===== config.mk =====
export PLATFORM = sky130hd
export DESIGN_NAME = controller_standby
export DESIGN_NICKNAME = d
export VERILOG_FILES = /design/src/common/i3c_target_pkg.sv /design/src/hw/bus_monitor.sv /design/src/target_fsm/target_fsm.sv /design/src/hw/addr_match.sv /design/src/hw/sync_queue.sv /design/src/hw/flow_standby.sv /design/src/hw/controller_standby.sv
export SDC_FILE = /design/constraint.sdc
export NUM_CORES = 1
export LEC_CHECK = 0
export ABC_AREA = 1
export BUFFER_PORTS_ARGS = -buffer_cell sky130_fd_sc_hd__buf_2
export CORE_MARGIN = 2
export CORE_UTILIZATION = 60
export DETAILED_ROUTE_END_ITERATION = 10
export HOLD_SLACK_MARGIN = 0.03
export PLACE_DENSITY = 0.81
export SLEW_MARGIN = 20
export SYNTH_ARGS = -nofsm -noshare
export SYNTH_HDL_FRONTEND = slang
export SYNTH_SLANG_ARGS = --single-unit

===== constraint.sdc =====
create_clock -name clk_i -period 4.1 [get_ports clk_i]
set_clock_uncertainty 0.1 [all_clocks]
set_input_delay 0.82 -clock clk_i [delete_from_list [all_inputs] [get_ports clk_i]]
set_output_delay 0.82 -clock clk_i [all_outputs]
set_load 0.05 [all_outputs]

===== src/common/i3c_target_pkg.sv =====
// I3C target shared definitions
package i3c_target_pkg;

  // Bus conditions seen by the monitor, one-cycle pulses
  typedef struct packed {
    logic start;
    logic stop;
    logic scl_rise;
    logic scl_fall;
    logic sda;
  } bus_event_t;

  // State machine to flow block
  // addr and rnw qualify xfer_start only
  typedef struct packed {
    logic       xfer_start;
    logic       xfer_stop;
    logic [6:0] addr;
    logic       rnw;
    logic       rx_valid;
    logic [7:0] rx_byte;
  } byte_stream_t;

  // One per write transfer addressed to this target
  typedef struct packed {
    logic [6:0] addr;
    logic [7:0] byte_count;
    logic       dyn;
  } rx_desc_t;

  localparam logic [6:0] BroadcastAddr = 7'h7E;

  // Broadcast code, next byte carries the new address in [7:1]
  localparam logic [7:0] CccSetDynAddr = 8'h87;

  // Sent on reads with nothing queued
  localparam logic [7:0] ReadFillByte = 8'hFF;

endpackage


===== src/hw/bus_monitor.sv =====
// I3C bus condition monitor
`timescale 1ns/100ps

module bus_monitor (
  input  logic                       clk_i,
  input  logic                       rst_n_i,
  input  logic                       enable_i,
  input  logic                       scl_i,
  input  logic                       sda_i,
  output i3c_target_pkg::bus_event_t event_o
);

  logic [1:0] scl_sync_q;
  logic [1:0] sda_sync_q;
  logic       scl_q;
  logic       sda_q;
  logic       scl_s;
  logic       sda_s;

  assign scl_s = scl_sync_q[1];
  assign sda_s = sda_sync_q[1];

  always_ff @(posedge clk_i or negedge rst_n_i) begin
    if (!rst_n_i) begin
      scl_sync_q <= 2'b11;
      sda_sync_q <= 2'b11;
      scl_q      <= 1'b1;
      sda_q      <= 1'b1;
      event_o    <= '0;
    end else begin
      scl_sync_q <= {scl_sync_q[0], scl_i};
      sda_sync_q <= {sda_sync_q[0], sda_i};
      scl_q      <= scl_s;
      sda_q      <= sda_s;

      // SDA edges count only while SCL stays high
      event_o.start    <= enable_i && scl_s && scl_q && sda_q && !sda_s;
      event_o.stop     <= enable_i && scl_s && scl_q && !sda_q && sda_s;
      event_o.scl_rise <= enable_i && scl_s && !scl_q;
      event_o.scl_fall <= enable_i && !scl_s && scl_q;
      event_o.sda      <= sda_s;
    end
  end

endmodule


===== src/target_fsm/target_fsm.sv =====
// I3C target bit-level state machine
`timescale 1ns/100ps

module target_fsm (
  input  logic                         clk_i,
  input  logic                         rst_n_i,
  input  i3c_target_pkg::bus_event_t   event_i,
  output logic                         sda_o,
  output logic [6:0]                   addr_o,
  output logic                         addr_valid_o,
  input  logic                         match_i,
  input  logic                         is_dyn_i,
  output logic                         dyn_load_o,
  output logic [6:0]                   dyn_addr_o,
  output i3c_target_pkg::byte_stream_t stream_o,
  input  logic                         rx_full_i,
  input  logic                         tx_valid_i,
  input  logic [7:0]                   tx_byte_i,
  output logic                         tx_take_o
);
  import i3c_target_pkg::*;

  typedef enum logic [3:0] {
    StIdle,
    StAddr,
    StAddrAck,
    StWrData,
    StDataAck,
    StRdData,
    StCtrlAck,
    StBcastCmd,
    StIgnore
  } state_e;

  state_e     state_q;
  logic [3:0] bit_cnt_q;
  logic [7:0] shift_q;
  logic       sda_q;
  logic       rnw_q;
  logic       bcast_q;
  logic       ack_q;
  logic       active_q;
  logic       cmd_seen_q;
  logic       setda_q;

  logic       rise;
  logic       fall;
  logic       byte_done;
  logic       ack_fall;
  logic       rx_state;
  logic       bcast_hit;
  logic       load_tx;
  logic [7:0] rx_byte;
  logic [7:0] tx_next;

  assign rise      = event_i.scl_rise;
  assign fall      = event_i.scl_fall;
  assign byte_done = rise && bit_cnt_q == 4'd7;
  assign ack_fall  = fall && bit_cnt_q == 4'd8;
  assign rx_state  = state_q inside {StAddr, StWrData, StBcastCmd};
  assign rx_byte   = {shift_q[6:0], event_i.sda};
  assign tx_next   = tx_valid_i ? tx_byte_i : ReadFillByte;

  // A dynamic address never aliases the broadcast
  assign bcast_hit = shift_q[6:0] == BroadcastAddr && !is_dyn_i;

  assign load_tx = fall && !event_i.start && !event_i.stop &&
                   ((state_q == StAddrAck && rnw_q) || state_q == StCtrlAck);

  assign addr_o       = shift_q[6:0];
  assign addr_valid_o = state_q == StAddr && byte_done;
  assign dyn_addr_o   = shift_q[6:0];
  assign dyn_load_o   = state_q == StBcastCmd && byte_done && setda_q;
  assign tx_take_o    = load_tx && tx_valid_i;
  assign sda_o        = sda_q;

  always_comb begin
    stream_o.xfer_start = addr_valid_o && match_i && !bcast_hit;
    stream_o.xfer_stop  = (event_i.start || event_i.stop) && active_q;
    stream_o.addr       = shift_q[6:0];
    stream_o.rnw        = event_i.sda;
    stream_o.rx_valid   = state_q == StWrData && byte_done;
    stream_o.rx_byte    = rx_byte;
  end

  // Receive shifts on SCL rise, transmit shifts on SCL fall
  always_ff @(posedge clk_i) begin
    if (load_tx) begin
      shift_q <= tx_next;
    end else if (state_q == StRdData && fall && bit_cnt_q != 4'd8) begin
      shift_q <= {shift_q[6:0], 1'b1};
    end else if (rx_state && rise) begin
      shift_q <= rx_byte;
    end
  end

  always_ff @(posedge clk_i or negedge rst_n_i) begin
    if (!rst_n_i) begin
      state_q    <= StIdle;
      bit_cnt_q  <= '0;
      sda_q      <= 1'b1;
      rnw_q      <= 1'b0;
      bcast_q    <= 1'b0;
      ack_q      <= 1'b0;
      active_q   <= 1'b0;
      cmd_seen_q <= 1'b0;
      setda_q    <= 1'b0;
    end else if (event_i.start) begin
      state_q   <= StAddr;
      bit_cnt_q <= '0;
      sda_q     <= 1'b1;
      active_q  <= 1'b0;
    end else if (event_i.stop) begin
      state_q  <= StIdle;
      sda_q    <= 1'b1;
      active_q <= 1'b0;
    end else begin
      if (rise) begin
        bit_cnt_q <= bit_cnt_q + 4'd1;
      end
      unique case (state_q)
        StAddr: begin
          if (byte_done) begin
            rnw_q      <= event_i.sda;
            bcast_q    <= bcast_hit;
            ack_q      <= match_i && !(bcast_hit && event_i.sda);
            active_q   <= match_i && !bcast_hit;
            cmd_seen_q <= 1'b0;
            setda_q    <= 1'b0;
          end
          if (ack_fall) begin
            state_q <= ack_q ? StAddrAck : StIgnore;
            sda_q   <= !ack_q;
          end
        end
        StAddrAck: begin
          if (fall) begin
            bit_cnt_q <= '0;
            if (rnw_q) begin
              state_q <= StRdData;
              sda_q   <= tx_next[7];
            end else begin
              state_q <= bcast_q ? StBcastCmd : StWrData;
              sda_q   <= 1'b1;
            end
          end
        end
        StWrData, StBcastCmd: begin
          if (byte_done) begin
            if (bcast_q) begin
              // Command byte, then the address byte after a set-address code
              ack_q      <= !cmd_seen_q || setda_q;
              cmd_seen_q <= 1'b1;
              setda_q    <= !cmd_seen_q && rx_byte == CccSetDynAddr;
            end else begin
              ack_q <= !rx_full_i;
            end
          end
          if (ack_fall) begin
            state_q <= StDataAck;
            sda_q   <= !ack_q;
          end
        end
        StDataAck: begin
          if (fall) begin
            state_q   <= bcast_q ? StBcastCmd : StWrData;
            bit_cnt_q <= '0;
            sda_q     <= 1'b1;
          end
        end
        StRdData: begin
          if (ack_fall) begin
            state_q <= StCtrlAck;
            sda_q   <= 1'b1;
          end else if (fall) begin
            sda_q <= shift_q[6];
          end
        end
        StCtrlAck: begin
          // NACK from the controller ends the read
          if (rise && event_i.sda) begin
            state_q <= StIgnore;
          end else if (fall) begin
            state_q   <= StRdData;
            bit_cnt_q <= '0;
            sda_q     <= tx_next[7];
          end
        end
        default: begin
        end
      endcase
    end
  end

endmodule


===== src/hw/addr_match.sv =====
// I3C target address matcher
`timescale 1ns/100ps

module addr_match #(
  parameter logic [6:0] StaticAddr = 7'h22
) (
  input  logic       clk_i,
  input  logic       rst_n_i,
  input  logic [6:0] addr_i,
  input  logic       addr_valid_i,
  input  logic       dyn_load_i,
  input  logic [6:0] dyn_addr_i,
  output logic       match_o,
  output logic       is_dyn_o
);
  import i3c_target_pkg::*;

  logic [6:0] dyn_addr_q;
  logic       dyn_valid_q;
  logic       sta_hit;
  logic       dyn_hit;
  logic       bcast_hit;

  always_ff @(posedge clk_i or negedge rst_n_i) begin
    if (!rst_n_i) begin
      dyn_addr_q  <= '0;
      dyn_valid_q <= 1'b0;
    end else if (dyn_load_i) begin
      dyn_addr_q  <= dyn_addr_i;
      dyn_valid_q <= 1'b1;
    end
  end

  assign sta_hit   = addr_i == StaticAddr;
  assign dyn_hit   = dyn_valid_q && addr_i == dyn_addr_q;
  assign bcast_hit = addr_i == BroadcastAddr;

  assign match_o  = addr_valid_i && (sta_hit || dyn_hit || bcast_hit);
  assign is_dyn_o = addr_valid_i && dyn_hit;

endmodule


===== src/hw/sync_queue.sv =====
// Synchronous valid/ready queue
`timescale 1ns/100ps

module sync_queue #(
  parameter type         payload_t = logic [7:0],
  parameter int unsigned Depth     = 4
) (
  input  logic     clk_i,
  input  logic     rst_n_i,
  input  logic     wvalid_i,
  output logic     wready_o,
  input  payload_t wdata_i,
  output logic     rvalid_o,
  input  logic     rready_i,
  output payload_t rdata_o,
  output logic     full_o
);

  localparam int unsigned PtrW = (Depth > 1) ? $clog2(Depth) : 1;
  localparam int unsigned CntW = $clog2(Depth + 1);

  payload_t        mem_q [Depth];
  logic [PtrW-1:0] wptr_q;
  logic [PtrW-1:0] rptr_q;
  logic [CntW-1:0] count_q;
  logic            push;
  logic            pop;

  assign full_o   = count_q == CntW'(Depth);
  assign wready_o = !full_o;
  assign rvalid_o = count_q != '0;
  assign rdata_o  = mem_q[rptr_q];
  assign push     = wvalid_i && wready_o;
  assign pop      = rvalid_o && rready_i;

  always_ff @(posedge clk_i) begin
    if (push) begin
      mem_q[wptr_q] <= wdata_i;
    end
  end

  // Pointers wrap at Depth, which need not be a power of two
  always_ff @(posedge clk_i or negedge rst_n_i) begin
    if (!rst_n_i) begin
      wptr_q  <= '0;
      rptr_q  <= '0;
      count_q <= '0;
    end else begin
      if (push) begin
        wptr_q <= (wptr_q == PtrW'(Depth - 1)) ? '0 : wptr_q + 1'b1;
      end
      if (pop) begin
        rptr_q <= (rptr_q == PtrW'(Depth - 1)) ? '0 : rptr_q + 1'b1;
      end
      count_q <= count_q + CntW'(push) - CntW'(pop);
    end
  end

endmodule


===== src/hw/flow_standby.sv =====
// Target byte flow to host queues
`timescale 1ns/100ps

module flow_standby (
  input  logic                         clk_i,
  input  logic                         rst_n_i,
  input  i3c_target_pkg::byte_stream_t stream_i,
  input  logic                         is_dyn_i,
  output logic                         rx_full_o,
  output logic                         rx_wvalid_o,
  output logic [7:0]                   rx_wdata_o,
  input  logic                         rx_wready_i,
  output logic                         desc_wvalid_o,
  output i3c_target_pkg::rx_desc_t     desc_wdata_o,
  input  logic                         tx_rvalid_i,
  input  logic [7:0]                   tx_rdata_i,
  output logic                         tx_rready_o,
  output logic                         tx_valid_o,
  output logic [7:0]                   tx_byte_o,
  input  logic                         tx_take_i
);

  logic [6:0] addr_q;
  logic       rnw_q;
  logic       dyn_q;
  logic [7:0] count_q;
  logic       rx_accept;

  // Same condition the state machine uses for its ACK
  assign rx_full_o = !rx_wready_i;
  assign rx_accept = stream_i.rx_valid && rx_wready_i;

  assign tx_valid_o  = tx_rvalid_i;
  assign tx_byte_o   = tx_rdata_i;
  assign tx_rready_o = tx_take_i;

  always_ff @(posedge clk_i or negedge rst_n_i) begin
    if (!rst_n_i) begin
      rx_wvalid_o   <= 1'b0;
      desc_wvalid_o <= 1'b0;
      count_q       <= '0;
    end else begin
      rx_wvalid_o   <= rx_accept;
      desc_wvalid_o <= stream_i.xfer_stop && !rnw_q;
      if (stream_i.xfer_start) begin
        count_q <= '0;
      end else if (rx_accept) begin
        count_q <= count_q + 8'd1;
      end
    end
  end

  always_ff @(posedge clk_i) begin
    if (stream_i.xfer_start) begin
      addr_q <= stream_i.addr;
      rnw_q  <= stream_i.rnw;
      dyn_q  <= is_dyn_i;
    end
    if (rx_accept) begin
      rx_wdata_o <= stream_i.rx_byte;
    end
    if (stream_i.xfer_stop) begin
      desc_wdata_o <= '{addr: addr_q, byte_count: count_q, dyn: dyn_q};
    end
  end

endmodule


===== src/hw/controller_standby.sv =====
// I3C standby controller top level
`timescale 1ns/100ps

module controller_standby #(
  parameter logic [6:0]  StaticAddr = 7'h22,
  parameter int unsigned RxDepth    = 4,
  parameter int unsigned TxDepth    = 4,
  parameter int unsigned DescDepth  = 4
) (
  input  logic                     clk_i,
  input  logic                     rst_n_i,
  input  logic                     enable_i,
  input  logic                     scl_i,
  input  logic                     sda_i,
  output logic                     sda_o,
  output logic                     bus_start_o,
  output logic                     bus_stop_o,

  // Host RX data
  output logic                     rx_data_valid_o,
  output logic [7:0]               rx_data_o,
  input  logic                     rx_data_ready_i,

  // Host RX descriptors
  output logic                     rx_desc_valid_o,
  output i3c_target_pkg::rx_desc_t rx_desc_o,
  input  logic                     rx_desc_ready_i,

  // Host TX data
  input  logic                     tx_data_valid_i,
  input  logic [7:0]               tx_data_i,
  output logic                     tx_data_ready_o
);
  import i3c_target_pkg::*;

  bus_event_t   bus_event;
  byte_stream_t stream;
  rx_desc_t     desc_wdata;

  logic [6:0] addr;
  logic       addr_valid;
  logic       match;
  logic       is_dyn;
  logic       dyn_load;
  logic [6:0] dyn_addr;
  logic       rx_full;
  logic       tx_valid;
  logic [7:0] tx_byte;
  logic       tx_take;
  logic       rx_wvalid;
  logic [7:0] rx_wdata;
  logic       rx_wready;
  logic       desc_wvalid;
  logic       tx_rvalid;
  logic [7:0] tx_rdata;
  logic       tx_rready;

  bus_monitor xbus_monitor (
    .clk_i   (clk_i),
    .rst_n_i (rst_n_i),
    .enable_i(enable_i),
    .scl_i   (scl_i),
    .sda_i   (sda_i),
    .event_o (bus_event)
  );

  assign bus_start_o = bus_event.start;
  assign bus_stop_o  = bus_event.stop;

  target_fsm xtarget_fsm (
    .clk_i       (clk_i),
    .rst_n_i     (rst_n_i),
    .event_i     (bus_event),
    .sda_o       (sda_o),
    .addr_o      (addr),
    .addr_valid_o(addr_valid),
    .match_i     (match),
    .is_dyn_i    (is_dyn),
    .dyn_load_o  (dyn_load),
    .dyn_addr_o  (dyn_addr),
    .stream_o    (stream),
    .rx_full_i   (rx_full),
    .tx_valid_i  (tx_valid),
    .tx_byte_i   (tx_byte),
    .tx_take_o   (tx_take)
  );

  addr_match #(
    .StaticAddr(StaticAddr)
  ) xaddr_match (
    .clk_i       (clk_i),
    .rst_n_i     (rst_n_i),
    .addr_i      (addr),
    .addr_valid_i(addr_valid),
    .dyn_load_i  (dyn_load),
    .dyn_addr_i  (dyn_addr),
    .match_o     (match),
    .is_dyn_o    (is_dyn)
  );

  flow_standby xflow_standby (
    .clk_i        (clk_i),
    .rst_n_i      (rst_n_i),
    .stream_i     (stream),
    .is_dyn_i     (is_dyn),
    .rx_full_o    (rx_full),
    .rx_wvalid_o  (rx_wvalid),
    .rx_wdata_o   (rx_wdata),
    .rx_wready_i  (rx_wready),
    .desc_wvalid_o(desc_wvalid),
    .desc_wdata_o (desc_wdata),
    .tx_rvalid_i  (tx_rvalid),
    .tx_rdata_i   (tx_rdata),
    .tx_rready_o  (tx_rready),
    .tx_valid_o   (tx_valid),
    .tx_byte_o    (tx_byte),
    .tx_take_i    (tx_take)
  );

  sync_queue #(
    .payload_t(logic [7:0]),
    .Depth    (RxDepth)
  ) xrx_queue (
    .clk_i   (clk_i),
    .rst_n_i (rst_n_i),
    .wvalid_i(rx_wvalid),
    .wready_o(rx_wready),
    .wdata_i (rx_wdata),
    .rvalid_o(rx_data_valid_o),
    .rready_i(rx_data_ready_i),
    .rdata_o (rx_data_o),
    .full_o  ()
  );

  sync_queue #(
    .payload_t(logic [7:0]),
    .Depth    (TxDepth)
  ) xtx_queue (
    .clk_i   (clk_i),
    .rst_n_i (rst_n_i),
    .wvalid_i(tx_data_valid_i),
    .wready_o(tx_data_ready_o),
    .wdata_i (tx_data_i),
    .rvalid_o(tx_rvalid),
    .rready_i(tx_rready),
    .rdata_o (tx_rdata),
    .full_o  ()
  );

  // A full descriptor queue drops the new descriptor
  sync_queue #(
    .payload_t(rx_desc_t),
    .Depth    (DescDepth)
  ) xdesc_queue (
    .clk_i   (clk_i),
    .rst_n_i (rst_n_i),
    .wvalid_i(desc_wvalid),
    .wready_o(),
    .wdata_i (desc_wdata),
    .rvalid_o(rx_desc_valid_o),
    .rready_i(rx_desc_ready_i),
    .rdata_o (rx_desc_o),
    .full_o  ()
  );

endmodule


# Word-level counts from Yosys, hierarchy flattened
# Memory sizes are Yosys's and may differ from the RTL's.
# Cells that the tools add are included.
# Widths: inputs -> output; s select.
[totals] reg_bits=105 mem_bits_rw=128 input_bits=16 memories=3
[op_classes] n_addsub=14 n_eq_ne=37 mux=63 bitwise=2 n_reduce_logical=83
[memory_table] memory="xdesc_queue.mem_q" words=4 width=16 read_ports=1 rd_ports_with_merged_regs=0 write_ports=1 line="sync_queue.sv:22" source="payload_t mem_q [Depth];"
[memory_table] memory="xrx_queue.mem_q" words=4 width=8 read_ports=1 rd_ports_with_merged_regs=0 write_ports=1 line="sync_queue.sv:22"
[memory_table] memory="xtx_queue.mem_q" words=4 width=8 read_ports=1 rd_ports_with_merged_regs=0 write_ports=1 line="sync_queue.sv:22"
[op_table] operator="$mux 4" count=16
[op_table] operator="$logic_and 1x1->1" count=43
[op_table] operator="$mux 1" count=28
[op_table] operator="$mux 8" count=3
[op_table] operator="$pmux 4 s6" count=1
[op_table] operator="$mux 7" count=3
[op_table] operator="$reduce_bool 3->1" count=7
[op_table] operator="$eq 4x3->1 const B" count=5
[op_table] operator="$ne 4x4->1 const B" count=5
[op_table] operator="$logic_not 1->1" count=15
[op_table] operator="$reduce_and 7->1" count=2
[op_table] operator="$add 2x1->2 const B" count=6
[op_table] operator="$eq 2x2->1 const B" count=6
[op_table] operator="$mux 2" count=6
[op_table] operator="$ne 4x3->1 const B" count=3
[op_table] operator="$add 3x1->3" count=3
[op_table] operator="$eq 3x3->1 const B" count=3
[op_table] operator="$sub 3x1->3" count=3
[op_table] operator="$add 8x1->8 const B" count=1
[op_table] operator="$eq 4x2->1 const B" count=2
[op_table] operator="$eq 8x8->1 const B" count=1
[op_table] operator="$ne 2x1->1 const B" count=4
[op_table] operator="$pmux 4 s2" count=1
[op_table] operator="$reduce_bool 8->1" count=1
[op_table] operator="other kinds (22)" count=31

# Depth between registers and ports, before layout
[logic_depth] ltp_word=12 mapped_depth=13

# By module
# Synthesis repeated with hierarchy kept, for this count alone.
[unflattened] cells_unflattened=978 hier_area_um2=10831.6
[modules_own_cells] module="sync_queue (xrx_queue ...)" instances=2 cells_each=152 area_per_inst_um2=1762.9 seq_area_each_um2=1136.1
[modules_own_cells] module="sync_queue (xdesc_queue)" instances=1 cells_each=245 area_per_inst_um2=3253.1 seq_area_each_um2=2097.0
[modules_own_cells] module="target_fsm" instances=1 cells_each=226 area_per_inst_um2=1691.6 seq_area_each_um2=586.8
[modules_own_cells] module="flow_standby" instances=1 cells_each=106 area_per_inst_um2=1547.7 seq_area_each_um2=1241.2
[modules_own_cells] module="addr_match" instances=1 cells_each=75 area_per_inst_um2=488.0 seq_area_each_um2=200.2
[modules_own_cells] module="bus_monitor" instances=1 cells_each=22 area_per_inst_um2=325.3 seq_area_each_um2=282.8

# Worst setup path before layout
# Ideal clock, no wire load.
[synth_path] path_type="register to output" startpoint="register xrx_queue.rptr_q[0]" endpoint="output rx_data_o[6]" t_arrival_ns=1.805 t_required_ns=3.180 slack_ns=1.375 stages_incl_launch_ff=6 path_cell_list="dfrtp_1 clkbuf_1 inv_1 clkbuf_1 o21ai_0 o22ai_1"
[synth_between] elab_chain_cells=1
[synth_rtl] element="start, declared" line="sync_queue.sv:24" source="logic [PtrW-1:0] rptr_q;"
[synth_rtl] element="start signal, assigned" line="sync_queue.sv:53" source="rptr_q <= (rptr_q == PtrW'(Depth - 1)) ? '0 : rptr_q + 1'b1;"
[synth_rtl] element="$mem_v2 4x8"
[synth_rtl] element="end, declared" line="controller_standby.sv:21" source="output logic [7:0] rx_data_o,"
# Every way passes these cells.

==> results.yml <==
status:
  status: "complete, no violations"
setup_path:
  worst_path_max_delay_cell: "dfrtp_1"
  critPathBufInv: 2
  worst-path-stages: 4
  crit_family: "buffers and inverters"
  cp-end-kind: "primary output"
  cp.required_ns: 3.18
  rr_endpoint: "xtx_queue.count_q[2]"
  crit_fanout: 18
  reg2reg_from: "xbus_monitor.event_o[3]"
  path_class: "reg2out"
  path_cells: "inv_1, o21ai_0, o22ai_1, buf_2"
  worst_path_largest_cell_delay_ns: 0.58
  arrival_ns: 2.27
  ff2ff_setup_slack_ns: 1.46
  start_kind: "flop"
  reg2reg_depth: 12
pwr:
  switching_share_pct: 32.6
  power_mw: 6.22
  leakagePower_nw: 4.20
  p_comb_share_pct: 23.1
  ir_worst_vdd_uv: 378
  p_int_mw: 4.19
  p_per_area_mw_per_mm2: 570
  p_switching_mw: 2.03
  clkPwrFrac_pct: 33.2
  p_seq_share_pct: 43.7
finish:
  stdcell_count: 1105
  diodes: 0
  area_delta_synth_final_pct: 12.5
  fin_nets: 916
  nFillCells: 1079
  drive_gt1_share_pct: 12.9
place:
  gp_congestion: 0.939
  place_inst: 1064
  dpl.hpwl_um: 10900
  portBuffers: 45
yosys:
  syn_area_per_cell_um2: 11.9
  synth_top_cells_by_area: "edfxtp_1 52%, dfrtp_1 15%, nand2_1 4.7%"
  synthesis.area_mm2: 0.00970
  seq_area_frac_synth_pct: 68.9
  netlist_top_cells_count: "168 x edfxtp_1, 122 x nand2_1, 95 x inv_1, 93 x nor2_1, 83 x o21ai_0"
  synth_top_area_share_pct: 52.0
  ys.flop_type: "edfxtp_1"
  synth_cells: 815
  synth_top_family_by_area: "simple AND/OR/NAND/NOR gates"
  synth_most_common_cell: "edfxtp_1"
  muxShareOfSynthArea_pct: 0
  yosysUniqueCellTypes: 44
  synth_edf_count: 168
  synth_fp_nets: 858
  synth_compound_area_share_pct: 9.38
  synthAdderAreaFrac_pct: 3.72
  yosys.area_share.simple_pct: 12.7
  ys_ff_latch: 233
  yosys.area.top_type: "edfxtp_1"
  synthXorXnorAreaFrac_pct: 0.723
  yosys_warnings: 0
  synth-async-reset-ratio_pct: 27.9
floorplan:
  start_util_pct: 61.3
  die_h_um: 131
  die_w_um: 131
  num_rows: 46
  io-pin-count: 46
  die-area_mm2: 0.0172
  core_mm2: 0.0158
grt:
  grt_overflow: 0
  grt_pass1_wl_um: 28100
  grt_pass1_vias: 5786
  grt_usage_pct: 20.0
  antenna_found_initial: 0
  grt_max_degree: 53
sta:
  slew_violations: 0
  fmax_mhz: 314
  min_period_ns: 3.19
  hold_violations: 0
  relSlewSlack_pct: 38.7
  fin_crit_sh_pct: 77.7
  setup_tns_ns: 0
  rsz0062_at_grt: "false"
  worstMarginPinSlew_ns: 0.918
  setup_viol: 0
clock_tree:
  htreeDepth: 1
  cts_resized: 0
  cts.clk_slew.worst_paths_ns: 0.06
  cts-root-buf: "clkbuf_16"
  cts_buffers: 23
  clockBufferDepth: 3
  post_cts_buffers: 0
  cts_hold_buf: 0
  clock_sinks: 233
  clock_latency_ns: 0.50
  cts_tree: "built"
run:
  maxCapViolations: 0
routing:
  via_per_inst: 5.50
  drcViolationCount: 0
  firstDrtPassIters: 5
  first_iter_violations: 601
  num_vias: 6077
  routed_wl_um: 17100
  wl_per_cell_um: 15.4
  ant_nets: 0
worst_hold_path:
  hp-class: "in2async"
metal layers:
| layer | wire (um) | global-route usage (%) | vias up |
|---|---|---|---|
| met5 | 0 | 0 | - |
| met4 | 334 | 5.43 | 0 |
| met3 | 793 | 3.20 | 32 |
| met2 | 8540 | 34.6 | 163 |
| met1 | 7400 | 26.7 | 2940 |
| li1 | - | - | 2942 |
flip-flops by register name, summed over array words and instances (netlist names), 8 cells and up:
| register | cells |
|---|---|
| xdesc_queue.mem_q | 64 |
| xrx_queue.mem_q | 32 |
| xtx_queue.mem_q | 32 |
| xflow_standby.desc_wdata_o | 16 |
| xflow_standby.count_q | 8 |
| xflow_standby.rx_wdata_o | 8 |
worst reg2reg max path: stages, from the launching register on:
cell     delay (ns)
dfrtp_1        0.41
nor2_2         0.11
buf_4          0.21
inv_1          0.11
nor2_1         0.17
o21ai_4        0.13
nor2_4         0.24
ha_1           0.28
inv_1          0.06
ha_1           0.13
inv_1          0.05
fa_1           0.40
xnor2_1        0.13
cell usage in the layout, fill, tap and decap left out, types with 6 or more instances in the layout:
cell type / synthesis / layout
a21oi_1: 13 / 13
a22oi_1: 7 / 7
a32o_1: 7 / 7
buf_2: 2 / 45
buf_4: 0 / 6
clkbuf_16: 0 / 23
clkinv_2: 0 / 8
dfrtp_1: 58 / 58
dfstp_2: 7 / 7
edfxtp_1: 168 / 168
ha_1: 24 / 24
inv_1: 95 / 95
nand2_1: 122 / 122
nand3_1: 25 / 25
nand4_1: 7 / 7
nor2_1: 93 / 91
nor2_2: 4 / 6
nor3_1: 10 / 10
o21ai_0: 83 / 83
o22ai_1: 28 / 28
worst max-delay path by stage:
| stage | startpoint | endpoint | slack (ns) |
|---|---|---|---|
| after floorplan | xrx_queue.rptr_q[0] | rx_data_o[6] | 1.37 |
| after global placement | rx_data_ready_i | xrx_queue.count_q[2] | 1.53 |
| after detailed placement | xdesc_queue.rptr_q[1] | rx_desc_o[15] | 1.41 |
| after CTS | xdesc_queue.rptr_q[1] | rx_desc_o[15] | 0.88 |
| after global routing | xdesc_queue.rptr_q[0] | rx_desc_o[5] | 0.77 |
| final | xdesc_queue.rptr_q[1] | rx_desc_o[15] | 0.91 |
layout make-up:
type	count	area [um2]	area share [%]
clock inverters	12	138	1.26
clock buffers	29	608	5.57
flip-flops and latches	233	6680	61.2
repair buffers	51	270	2.48
inverters	97	364	3.34
multi-input cells	467	2580	23.6
well taps	216	270	2.48
through the flow:
step           cell area [um2]  worst slack (ns)  util, %  hold slack [ns]
5_1_grt                  10900             0.767     68.9            0.142
3_5_place_dp             10200              1.41     64.2            0.247
6_report                 10900             0.914     68.9            0.135
4_1_cts                  10900             0.877     68.9            0.136
3_3_place_gp             10200              1.53     64.2            0.246
2_1_floorplan             9700              1.37        -            0.245
power by group through the flow:
stage / Sequential [mW] / Combinational (mW) / Clock [mW]
6_report: 2.72 / 1.43 / 2.07
5_1_grt: 2.74 / 1.56 / 2.20
4_1_cts: 2.72 / 1.44 / 2.10
3_5_place_dp: 2.77 / 1.43 / 0
3_3_place_gp: 2.76 / 1.40 / 0
2_1_floorplan: 2.73 / 1.13 / 0
cells by family (layout without fill, tap and decap cells):
| group | count (synthesis) | after routing |
|---|---|---|
| and+or+nand+nor | 278 | 278 |
| DFF | 233 | 233 |
| AOI/OAI and AO/OA | 154 | 154 |
| buffers and inverters | 115 | 189 |
| adders and majority gates | 27 | 27 |
| xor gates and xnor gates | 8 | 8 |
(Power assumes the default switching activity.)
